[src/rtl/cmd_ctl_pkg.sv]
// Command controller sizes, command codes, register addresses, timing constants, response codes
package cmd_ctl_pkg;

	// ------------------------------------------------------------------------
	// Sizes
	// ------------------------------------------------------------------------
	localparam int data_w = 32;
	localparam int addr_w = 8;
	localparam int resp_w = 128;

	// Execute cycle counter, wide enough for the longest command
	localparam int cnt_w = 6;

	// ------------------------------------------------------------------------
	// Command codes written by the host into cmd_dw0
	// ------------------------------------------------------------------------
	typedef enum logic [data_w-1:0] {
		cmd_none = '0,
		cmd_reset,
		cmd_start_sfp1,
		cmd_stop_sfp1,
		cmd_start_sfp2,
		cmd_stop_sfp2,
		cmd_get_rx_size,
		cmd_get_tx_size,
		cmd_get_rx_block_size,
		cmd_set_addr_irq,
		cmd_config_irq,
		cmd_set_rx_block_size,
		cmd_lpbk_on,
		cmd_lpbk_off,
		cmd_init_netlogic
	} cmd_t;

	// ------------------------------------------------------------------------
	// Register addresses
	// ------------------------------------------------------------------------
	// Host command register file
	localparam logic [addr_w-1:0] reg_cmd_dw0 = 8'd0;
	localparam logic [addr_w-1:0] reg_cmd_dw1 = 8'd4;
	localparam logic [addr_w-1:0] reg_cmd_dw2 = 8'd8;
	localparam logic [addr_w-1:0] reg_cmd_dw3 = 8'd12;

	// Interrupt generator register file
	localparam logic [addr_w-1:0] irq_cntl_dw0 = 8'd0;
	localparam logic [addr_w-1:0] irq_cntl_dw1 = 8'd4;
	localparam logic [addr_w-1:0] irq_cntl_dw2 = 8'd8;
	localparam logic [addr_w-1:0] irq_cntl_dw3 = 8'd12;

	// ------------------------------------------------------------------------
	// Command timing and reported sizes
	// ------------------------------------------------------------------------
	localparam logic [data_w-1:0] ring_size = 32'd8192;
	localparam logic [cnt_w-1:0] reset_cycles = 6'd4;
	localparam logic [cnt_w-1:0] lpbk_cycles = 6'd40;
	localparam logic [cnt_w-1:0] nios_pulse_cycles = 6'd5;
	localparam logic [cnt_w-1:0] netlogic_cycles = 6'd40;

	// Response error codes
	localparam logic [data_w-1:0] resp_ok = 32'd0;
	localparam logic [data_w-1:0] resp_unknown = 32'd1;

endpackage
[src/rtl/cmd_ctl_top.sv]
// Top level of the host command controller, register file to executor to response sender
module cmd_ctl_top (
	input  logic                           clk_in,
	input  logic                           rst_in,

	// Host register port
	input  logic                           prg_wrena,
	input  logic [cmd_ctl_pkg::addr_w-1:0] prg_addr,
	input  logic [cmd_ctl_pkg::data_w-1:0] prg_wrdata,
	output logic [cmd_ctl_pkg::data_w-1:0] prg_rddata,

	input  logic [cmd_ctl_pkg::data_w-1:0] rx_block_size,

	// Card control
	output logic                           soft_resetn,
	output logic                           enable_sfp1,
	output logic                           enable_sfp2,
	output logic                           set_lpbk,
	output logic                           unset_lpbk,
	output logic                           reset_nios,

	// Interrupt register file
	output logic                           irq_prg_wrena,
	output logic [cmd_ctl_pkg::addr_w-1:0] irq_prg_addr,
	output logic [cmd_ctl_pkg::data_w-1:0] irq_prg_wrdata,

	// Response to the host
	output logic                           tx_req,
	input  logic                           tx_ack,
	output logic [cmd_ctl_pkg::resp_w-1:0] tx_data
);
	import cmd_ctl_pkg::*;

	logic              cmd_pending;
	logic              cmd_clear;
	cmd_t              cmd_type;
	logic [data_w-1:0] param0;
	logic [data_w-1:0] param1;
	logic [data_w-1:0] param2;
	logic              resp_req;
	logic              resp_ack;
	logic [resp_w-1:0] resp_word;

	// ------------------------------------------------------------------------
	// Stage 1, command registers
	// ------------------------------------------------------------------------
	cmd_reg_file reg_file_i (
		.clk_in      (clk_in),
		.rst_in      (rst_in),
		.prg_wrena   (prg_wrena),
		.prg_addr    (prg_addr),
		.prg_wrdata  (prg_wrdata),
		.prg_rddata  (prg_rddata),
		.cmd_clear   (cmd_clear),
		.cmd_pending (cmd_pending),
		.cmd_type    (cmd_type),
		.param0      (param0),
		.param1      (param1),
		.param2      (param2)
	);

	// ------------------------------------------------------------------------
	// Stage 2, executor
	// ------------------------------------------------------------------------
	cmd_executor executor_i (
		.clk_in         (clk_in),
		.rst_in         (rst_in),
		.cmd_pending    (cmd_pending),
		.cmd_type       (cmd_type),
		.param0         (param0),
		.param1         (param1),
		.param2         (param2),
		.cmd_clear      (cmd_clear),
		.rx_block_size  (rx_block_size),
		.soft_resetn    (soft_resetn),
		.enable_sfp1    (enable_sfp1),
		.enable_sfp2    (enable_sfp2),
		.set_lpbk       (set_lpbk),
		.unset_lpbk     (unset_lpbk),
		.reset_nios     (reset_nios),
		.irq_prg_wrena  (irq_prg_wrena),
		.irq_prg_addr   (irq_prg_addr),
		.irq_prg_wrdata (irq_prg_wrdata),
		.resp_req       (resp_req),
		.resp_ack       (resp_ack),
		.resp_word      (resp_word)
	);

	// ------------------------------------------------------------------------
	// Stage 3, response sender
	// ------------------------------------------------------------------------
	cmd_resp_tx resp_tx_i (
		.clk_in    (clk_in),
		.rst_in    (rst_in),
		.resp_req  (resp_req),
		.resp_ack  (resp_ack),
		.resp_word (resp_word),
		.tx_req    (tx_req),
		.tx_ack    (tx_ack),
		.tx_data   (tx_data)
	);

endmodule

[src/rtl/cmd_resp_tx.sv]
// One-entry response buffer between the executor link and the host tx link
module cmd_resp_tx (
	input  logic                           clk_in,
	input  logic                           rst_in,

	// Executor link, slave side
	input  logic                           resp_req,
	output logic                           resp_ack,
	input  logic [cmd_ctl_pkg::resp_w-1:0] resp_word,

	// Host link, master side
	output logic                           tx_req,
	input  logic                           tx_ack,
	output logic [cmd_ctl_pkg::resp_w-1:0] tx_data
);
	import cmd_ctl_pkg::*;

	logic              full;
	logic              tx_wait;
	logic              take;
	logic [resp_w-1:0] buf_q;

	// New request only when idle on this link and the buffer is free
	assign take = resp_req && !resp_ack && !full;

	// ------------------------------------------------------------------------
	// Handshake control
	// ------------------------------------------------------------------------
	always_ff @(posedge clk_in or posedge rst_in) begin
		if (rst_in) begin
			full <= 1'b0;
			resp_ack <= 1'b0;
			tx_req <= 1'b0;
			tx_wait <= 1'b0;
		end else begin
			// Executor side
			if (resp_ack) begin
				if (!resp_req) begin
					resp_ack <= 1'b0;
				end
			end else if (take) begin
				resp_ack <= 1'b1;
				full <= 1'b1;
			end

			// Host side
			if (tx_req) begin
				if (tx_ack) begin
					tx_req <= 1'b0;
					tx_wait <= 1'b1;
				end
			end else if (tx_wait) begin
				// Entry is freed once the host drops its ack
				if (!tx_ack) begin
					tx_wait <= 1'b0;
					full <= 1'b0;
				end
			end else if (full) begin
				tx_req <= 1'b1;
			end
		end
	end

	// Response storage
	always_ff @(posedge clk_in) begin
		if (take) begin
			buf_q <= resp_word;
		end
	end

	assign tx_data = buf_q;

endmodule

[src/rtl/cmd_executor.sv]
// Command FSM, execute cycle counter, card control outputs, irq register writes, response build
module cmd_executor (
	input  logic                           clk_in,
	input  logic                           rst_in,

	// From the command register file
	input  logic                           cmd_pending,
	input  cmd_ctl_pkg::cmd_t              cmd_type,
	input  logic [cmd_ctl_pkg::data_w-1:0] param0,
	input  logic [cmd_ctl_pkg::data_w-1:0] param1,
	input  logic [cmd_ctl_pkg::data_w-1:0] param2,
	output logic                           cmd_clear,

	input  logic [cmd_ctl_pkg::data_w-1:0] rx_block_size,

	// Card control
	output logic                           soft_resetn,
	output logic                           enable_sfp1,
	output logic                           enable_sfp2,
	output logic                           set_lpbk,
	output logic                           unset_lpbk,
	output logic                           reset_nios,

	// Interrupt register file writes
	output logic                           irq_prg_wrena,
	output logic [cmd_ctl_pkg::addr_w-1:0] irq_prg_addr,
	output logic [cmd_ctl_pkg::data_w-1:0] irq_prg_wrdata,

	// Response to the sender
	output logic                           resp_req,
	input  logic                           resp_ack,
	output logic [cmd_ctl_pkg::resp_w-1:0] resp_word
);
	import cmd_ctl_pkg::*;

	typedef enum logic [2:0] {
		st_idle,
		st_execute,
		st_respond,
		st_release,
		st_writeback
	} state_t;

	state_t              state;
	logic [cnt_w-1:0]    cyc_cnt;
	logic [cnt_w-1:0]    exec_len;
	logic                exec_last;
	logic                cmd_start;
	logic                irq_wr;
	logic [addr_w-1:0]   irq_addr;
	logic [data_w-1:0]   irq_data;
	logic [resp_w/2-1:0] resp_data;
	logic [data_w-1:0]   resp_code;

	// Execute length per command
	always_comb begin
		case (cmd_type)
			cmd_reset:                 exec_len = reset_cycles;
			cmd_set_addr_irq:          exec_len = cnt_w'(2);
			cmd_lpbk_on, cmd_lpbk_off: exec_len = lpbk_cycles;
			cmd_init_netlogic:         exec_len = netlogic_cycles;
			default:                   exec_len = cnt_w'(1);
		endcase
	end

	assign cmd_start = state == st_idle && cmd_pending;
	assign exec_last = state == st_execute && cyc_cnt == exec_len - 1'b1;

	// ------------------------------------------------------------------------
	// State machine and cycle counter
	// ------------------------------------------------------------------------
	always_ff @(posedge clk_in or posedge rst_in) begin
		if (rst_in) begin
			state <= st_idle;
			cyc_cnt <= '0;
		end else begin
			cyc_cnt <= (state == st_execute) ? cyc_cnt + 1'b1 : '0;
			case (state)
				st_idle:      state <= cmd_pending ? st_execute : st_idle;
				st_execute:   state <= exec_last ? st_respond : st_execute;
				st_respond:   state <= resp_ack ? st_release : st_respond;
				st_release:   state <= resp_ack ? st_release : st_writeback;
				st_writeback: state <= st_idle;
				default:      state <= st_idle;
			endcase
		end
	end

	assign resp_req = state == st_respond;
	assign cmd_clear = state == st_writeback;

	// ------------------------------------------------------------------------
	// Card control levels, all changed on entry to execute
	// ------------------------------------------------------------------------
	always_ff @(posedge clk_in or posedge rst_in) begin
		if (rst_in) begin
			soft_resetn <= 1'b1;
			enable_sfp1 <= 1'b0;
			enable_sfp2 <= 1'b0;
			set_lpbk <= 1'b0;
			unset_lpbk <= 1'b0;
			reset_nios <= 1'b0;
		end else if (cmd_start) begin
			case (cmd_type)
				cmd_reset:         soft_resetn <= 1'b0;
				cmd_start_sfp1:    enable_sfp1 <= 1'b1;
				cmd_stop_sfp1:     enable_sfp1 <= 1'b0;
				cmd_start_sfp2:    enable_sfp2 <= 1'b1;
				cmd_stop_sfp2:     enable_sfp2 <= 1'b0;
				cmd_init_netlogic: reset_nios <= 1'b1;
				cmd_lpbk_on: begin
					set_lpbk <= 1'b1;
					unset_lpbk <= 1'b0;
				end
				cmd_lpbk_off: begin
					set_lpbk <= 1'b0;
					unset_lpbk <= 1'b1;
				end
				default: begin
				end
			endcase
		end else if (state == st_execute) begin
			// Soft reset spans the whole execute phase
			if (exec_last) begin
				soft_resetn <= 1'b1;
			end
			if (cyc_cnt == nios_pulse_cycles - 1'b1) begin
				reset_nios <= 1'b0;
			end
		end
	end

	// ------------------------------------------------------------------------
	// Interrupt register writes, one execute cycle per write
	// ------------------------------------------------------------------------
	// param2 is carried for three-argument commands; none of the current set uses it
	always_comb begin
		irq_wr = 1'b0;
		irq_addr = irq_cntl_dw0;
		irq_data = param0;
		if (state == st_execute) begin
			case (cmd_type)
				cmd_set_addr_irq: begin
					irq_wr = 1'b1;
					if (cyc_cnt == '0) begin
						irq_addr = irq_cntl_dw1;
					end else begin
						irq_addr = irq_cntl_dw2;
						irq_data = param1;
					end
				end
				cmd_config_irq: begin
					irq_wr = 1'b1;
				end
				cmd_set_rx_block_size: begin
					irq_wr = 1'b1;
					irq_addr = irq_cntl_dw3;
				end
				default: begin
				end
			endcase
		end
	end

	always_ff @(posedge clk_in or posedge rst_in) begin
		if (rst_in) begin
			irq_prg_wrena <= 1'b0;
		end else begin
			irq_prg_wrena <= irq_wr;
		end
	end

	always_ff @(posedge clk_in) begin
		if (irq_wr) begin
			irq_prg_addr <= irq_addr;
			irq_prg_wrdata <= irq_data;
		end
	end

	// ------------------------------------------------------------------------
	// Response word
	// ------------------------------------------------------------------------
	always_comb begin
		resp_data = '0;
		resp_code = resp_ok;
		case (cmd_type)
			cmd_get_rx_size, cmd_get_tx_size: begin
				resp_data = {{data_w{1'b0}}, ring_size};
			end
			cmd_get_rx_block_size: begin
				resp_data = {{data_w{1'b0}}, rx_block_size};
			end
			cmd_reset, cmd_start_sfp1, cmd_stop_sfp1, cmd_start_sfp2, cmd_stop_sfp2,
			cmd_set_addr_irq, cmd_config_irq, cmd_set_rx_block_size,
			cmd_lpbk_on, cmd_lpbk_off, cmd_init_netlogic: begin
			end
			default: begin
				resp_code = resp_unknown;
			end
		endcase
	end

	// Echoed type on top, error code, then data
	always_ff @(posedge clk_in) begin
		if (cmd_start) begin
			resp_word <= {cmd_type, resp_code, resp_data};
		end
	end

endmodule

[src/rtl/cmd_reg_file.sv]
// Host command and parameter registers with readback, pending flag and executor clear
module cmd_reg_file (
	input  logic                           clk_in,
	input  logic                           rst_in,

	// Host register port
	input  logic                           prg_wrena,
	input  logic [cmd_ctl_pkg::addr_w-1:0] prg_addr,
	input  logic [cmd_ctl_pkg::data_w-1:0] prg_wrdata,
	output logic [cmd_ctl_pkg::data_w-1:0] prg_rddata,

	// Executor side
	input  logic                           cmd_clear,
	output logic                           cmd_pending,
	output cmd_ctl_pkg::cmd_t              cmd_type,
	output logic [cmd_ctl_pkg::data_w-1:0] param0,
	output logic [cmd_ctl_pkg::data_w-1:0] param1,
	output logic [cmd_ctl_pkg::data_w-1:0] param2
);
	import cmd_ctl_pkg::*;

	logic [data_w-1:0] type_q;
	logic [data_w-1:0] param0_q;
	logic [data_w-1:0] param1_q;
	logic [data_w-1:0] param2_q;
	logic              host_wr;

	// Registers are frozen while a command is in flight
	assign host_wr = prg_wrena && !cmd_pending;

	// ------------------------------------------------------------------------
	// Command type register
	// ------------------------------------------------------------------------
	always_ff @(posedge clk_in or posedge rst_in) begin
		if (rst_in) begin
			type_q <= '0;
		end else if (cmd_clear) begin
			// Clear from the executor wins over a host write
			type_q <= '0;
		end else if (host_wr && prg_addr == reg_cmd_dw0) begin
			type_q <= prg_wrdata;
		end
	end

	// ------------------------------------------------------------------------
	// Parameter registers
	// ------------------------------------------------------------------------
	always_ff @(posedge clk_in) begin
		if (host_wr) begin
			case (prg_addr)
				reg_cmd_dw1: begin
					param0_q <= prg_wrdata;
				end
				reg_cmd_dw2: begin
					param1_q <= prg_wrdata;
				end
				reg_cmd_dw3: begin
					param2_q <= prg_wrdata;
				end
				default: begin
				end
			endcase
		end
	end

	// Readback of the addressed register
	always_comb begin
		case (prg_addr)
			reg_cmd_dw0: begin
				prg_rddata = type_q;
			end
			reg_cmd_dw1: begin
				prg_rddata = param0_q;
			end
			reg_cmd_dw2: begin
				prg_rddata = param1_q;
			end
			reg_cmd_dw3: begin
				prg_rddata = param2_q;
			end
			default: begin
				prg_rddata = '0;
			end
		endcase
	end

	// To the executor
	assign cmd_pending = type_q != cmd_none;
	assign cmd_type = cmd_t'(type_q);
	assign param0 = param0_q;
	assign param1 = param1_q;
	assign param2 = param2_q;

endmodule

[config.mk]
export PLATFORM = sky130hd
export DESIGN_NAME = cmd_ctl_top
export DESIGN_NICKNAME = d
export VERILOG_FILES = /design/src/rtl/cmd_ctl_pkg.sv /design/src/rtl/cmd_ctl_top.sv /design/src/rtl/cmd_resp_tx.sv /design/src/rtl/cmd_executor.sv /design/src/rtl/cmd_reg_file.sv
export SDC_FILE = /design/constraint.sdc
export NUM_CORES = 1
export LEC_CHECK = 0
export BUFFER_PORTS_ARGS = -buffer_cell sky130_fd_sc_hd__buf_4
export CORE_MARGIN = 2
export CORE_UTILIZATION = 55
export CTS_BUF_LIST = sky130_fd_sc_hd__clkbuf_4 sky130_fd_sc_hd__clkbuf_8
export CTS_CLUSTER_SIZE = 25
export DETAILED_ROUTE_END_ITERATION = 10
export PLACE_DENSITY = 0.86
export SYNTH_ARGS = -nofsm -noshare
export SYNTH_HDL_FRONTEND = slang
export SYNTH_HIERARCHICAL = 1
export SYNTH_SLANG_ARGS = --single-unit
[constraint.sdc]
create_clock -name clk_in -period 20.3 [get_ports clk_in]
set_input_delay 4.06 -clock clk_in [delete_from_list [all_inputs] [get_ports clk_in]]
set_output_delay 4.06 -clock clk_in [all_outputs]
set_load 0.005 [all_outputs]
==> flow_summary.toml <==
[critical_path]
crit_start = "prg_addr[7]"
required_ns = 16.24
critical_path_buf_inv_count = 3
reg2reg_from = "reg_file_i/cmd_type[14]"
end_kind = "primary output"
critPathMostFrequentCell = "buf_4"
rrSetupSlack_ns = 17.16
path_cells = "buf_4 -> or4_4 -> nor3_4 -> buf_4 -> and2_1 -> buf_4"
critPathTopFamily = "simple AND/OR/NAND/NOR gates"
worstPathMaxFanout = 57
crit_path_top_delay_cell = "buf_4"
critical_path.max_stage_delay_ns = 0.60
cp-start-kind = "input pin"
arrival_ns = 5.97
critPathKind = "input pin to primary output"

[timing]
fin_crit_ns = 10.03
hold_viol_final = 0
finalMaxSlewViolations = 0
max_freq_mhz = 99.7
fin_setup_tns_ns = 0
slew_headroom_pct = 19.4
tightest_slew_ns = 1.21
timing.final.ws_setup_ns = 10.27
setup_viol = 0
rsz0062_at_grt = "false"
fin_worst_skew_ns = 0.0261
finalCritPeriodShare_pct = 49.4

[finish]
area_delta_synth_final_pct = 22.3
final_common_cell = "edfxtp_1"
final_cell_mix = "edfxtp_1, buf_4, conb_1"
fin_area_um2 = 18100
final_nets = 1257
final_cells = 1561
drive_above_1_share_pct = 37.6
antenna_cells = 0

[clocking]
cts_made_buffers = 56
cts-root-buf = "clkbuf_8"
worstSkewPairLatency_ns = 0.58
cts_setup_buffers = 0
cts_tree = "done"
path_clk_slew_ns = 0.06
cts_buffer_depth = 3
postCtsHoldBufs = 0
cts-resized-gates = 0
clock_sinks = 375
cts-htree-levels = 2

[route]
ant_nets = 0
wl_um = 32600
drc_errors = 0
drt-vias-per-instance = 5.49
dr.first_iter.drc_count = 769
post_drt_wl_per_cell_um = 20.9
wl_met2_um = 15800
vias = 8572
m1WireLength_um = 12900
maxUsedRoutingLayer = "met4"
dr.pass1.iters = 5
met3_length_um = 3260

[logic_synthesis]
ys_seq_area_share_pct = 74.5
syn_inst = 880
synth_area_leaders = "edfxtp_1, dfrtp_1, mux4_2"
synth_top_flop_cell = "edfxtp_1"
yosys.area.top_type_share_pct = 65.6
synth_cell_types = 53
yosysWarnings = 6
synth-seq-cells = 375
yosys.area.top_type = "edfxtp_1"
syn_area_um2 = 14800
synth_edf_count = 323
ys_async_sr_fraction_pct = 13.9
avgSynthCellArea_um2 = 16.8

[placement]
io_buffers = 277
dp.cells = 1456
hpwl_um = 20900
dpl_cell_area_um2 = 16900
pre_cts_ws_ns = 10.29
gp_congestion = 0.784

[power_and_ir_drop]
p_leak_nw = 7.00
power_per_cell_area_nw_per_um2 = 115
p_total_mw = 2.07
ir_drop_mv = 0.100

[run_status]
status = "completed"

[global_routing]
first_global_vias = 8601
grt_pass1_wl_um = 49100
grt_antenna_before_repair = 0
grt_usage_pct = 22.8
grt_max_degree = 72
overflow = 0

[floorplan]
core_um2 = 26200
pin_count = 284
die_w_um = 168
die_y_um = 168
fp.dieArea_um2 = 28200
num_rows = 59
initial_core_util_pct = 56.4

[run]
max_cap_violations = 0

[hold_path]
hp-start = "executor_i/resp_word[26]"
hold_path_class = "flop to flop"
## logic make-up (layout without fill, tap and decap cells)
kind of cell,Yosys count,count (layout),synth area share (%)
other,1,69,0.0254
AOI/OAI and AO/OA,52,52,2.35
adders and majority gates,2,2,0.169
and+or+nand+nor,219,219,8.91
muxes,68,68,7.60
xor gates and xnor gates,4,4,0.237
DFF,375,375,74.5
buffers and inverters,159,437,6.26
## layer usage
layer,global-route usage [%],vias up
met5,0,-
met4,7.52,0
met3,6.16,63
met2,37.0,483
met1,30.3,4228
li1,-,3798
## synthesized netlist by cell type, types with 2 or more instances
cell,n
edfxtp_1,323
buf_4,76
dfrtp_1,51
inv_1,42
nand4_1,35
nor2b_1,34
o22ai_1,34
and2_1,33
and3_1,32
mux4_2,32
mux2_2,29
nor2_1,24
clkbuf_1,22
buf_2,16
nor4_1,15
nand2_1,14
nand3_1,6
nor3_1,5
mux2_1,4
o21ai_0,4
buf_6,3
mux2i_1,3
nand2b_1,3
a21oi_1,2
and4_1,2
ha_1,2
nand4b_1,2
nor3b_1,2
nor4b_1,2
o2bb2ai_1,2
o31ai_1,2
xnor2_1,2
xor2_1,2
## final cells by class
type                            instances  area, µm²
Multi-Input combinational cell        414       3150
Clock inverter                         20        140
Tap cell                              335        419
Clock buffer                           85       1020
Sequential cell                       375      11000
Timing Repair Buffer                  290       2180
Inverter                               42        158
Fill cell                            1684       8140
## power breakdown
| part | internal [mW] | switching, mW |
|---|---|---|
| logic | 0.125 | 0.238 |
| registers | 1.04 | 0.0575 |
| clock network | 0.346 | 0.269 |
## final timing paths
| check | end | cells past startpoint |
|---|---|---|
| worst min register to register | resp_tx_i/tx_data[26] | 0 |
| max in group asynchronous | executor_i/cyc_cnt[4] | 2 |
| min in group asynchronous | resp_tx_i/tx_req | 2 |
| worst max-delay path | prg_rddata[15] | 6 |
| worst min-delay path | resp_tx_i/tx_data[26] | 0 |
| worst max register to register | executor_i/irq_prg_wrdata[0] | 6 |
## metrics by stage
step	utilization (%)	hold slack [ns]
floorplan	-	0.400
global placement	64.5	0.401
detailed placement	64.5	0.405
CTS	68.9	0.410
global route	68.9	0.416
finish	68.9	0.413
## registers in the layout, summed over array words and instances, names as in the netlist
name                       cells
resp_tx_i/tx_data            128
executor_i/set_lpbk            1
executor_i/soft_resetn         1
reg_file_i/cmd_type           32
reg_file_i/param2             32
reg_file_i/param1             32
executor_i/resp_word          65
resp_tx_i/full                 1
reg_file_i/param0             32
executor_i/enable_sfp2         1
executor_i/cyc_cnt             6
resp_tx_i/tx_wait              1
resp_tx_i/tx_req               1
executor_i/irq_prg_addr        2
executor_i/irq_prg_wrdata     32
executor_i/state               3
executor_i/enable_sfp1         1
executor_i/irq_prg_wrena       1
resp_tx_i/resp_ack             1
executor_i/reset_nios          1
executor_i/unset_lpbk          1
## worst reg2reg max path: stages, from the launching register on
cell and delay [ns]:
dfrtp_1 0.44, nor4_1 0.60, nand4_1 0.24, or2_1 0.41, nor4_4 0.28, buf_4 0.49, mux2_2 0.43
(Power assumes the default switching activity.)
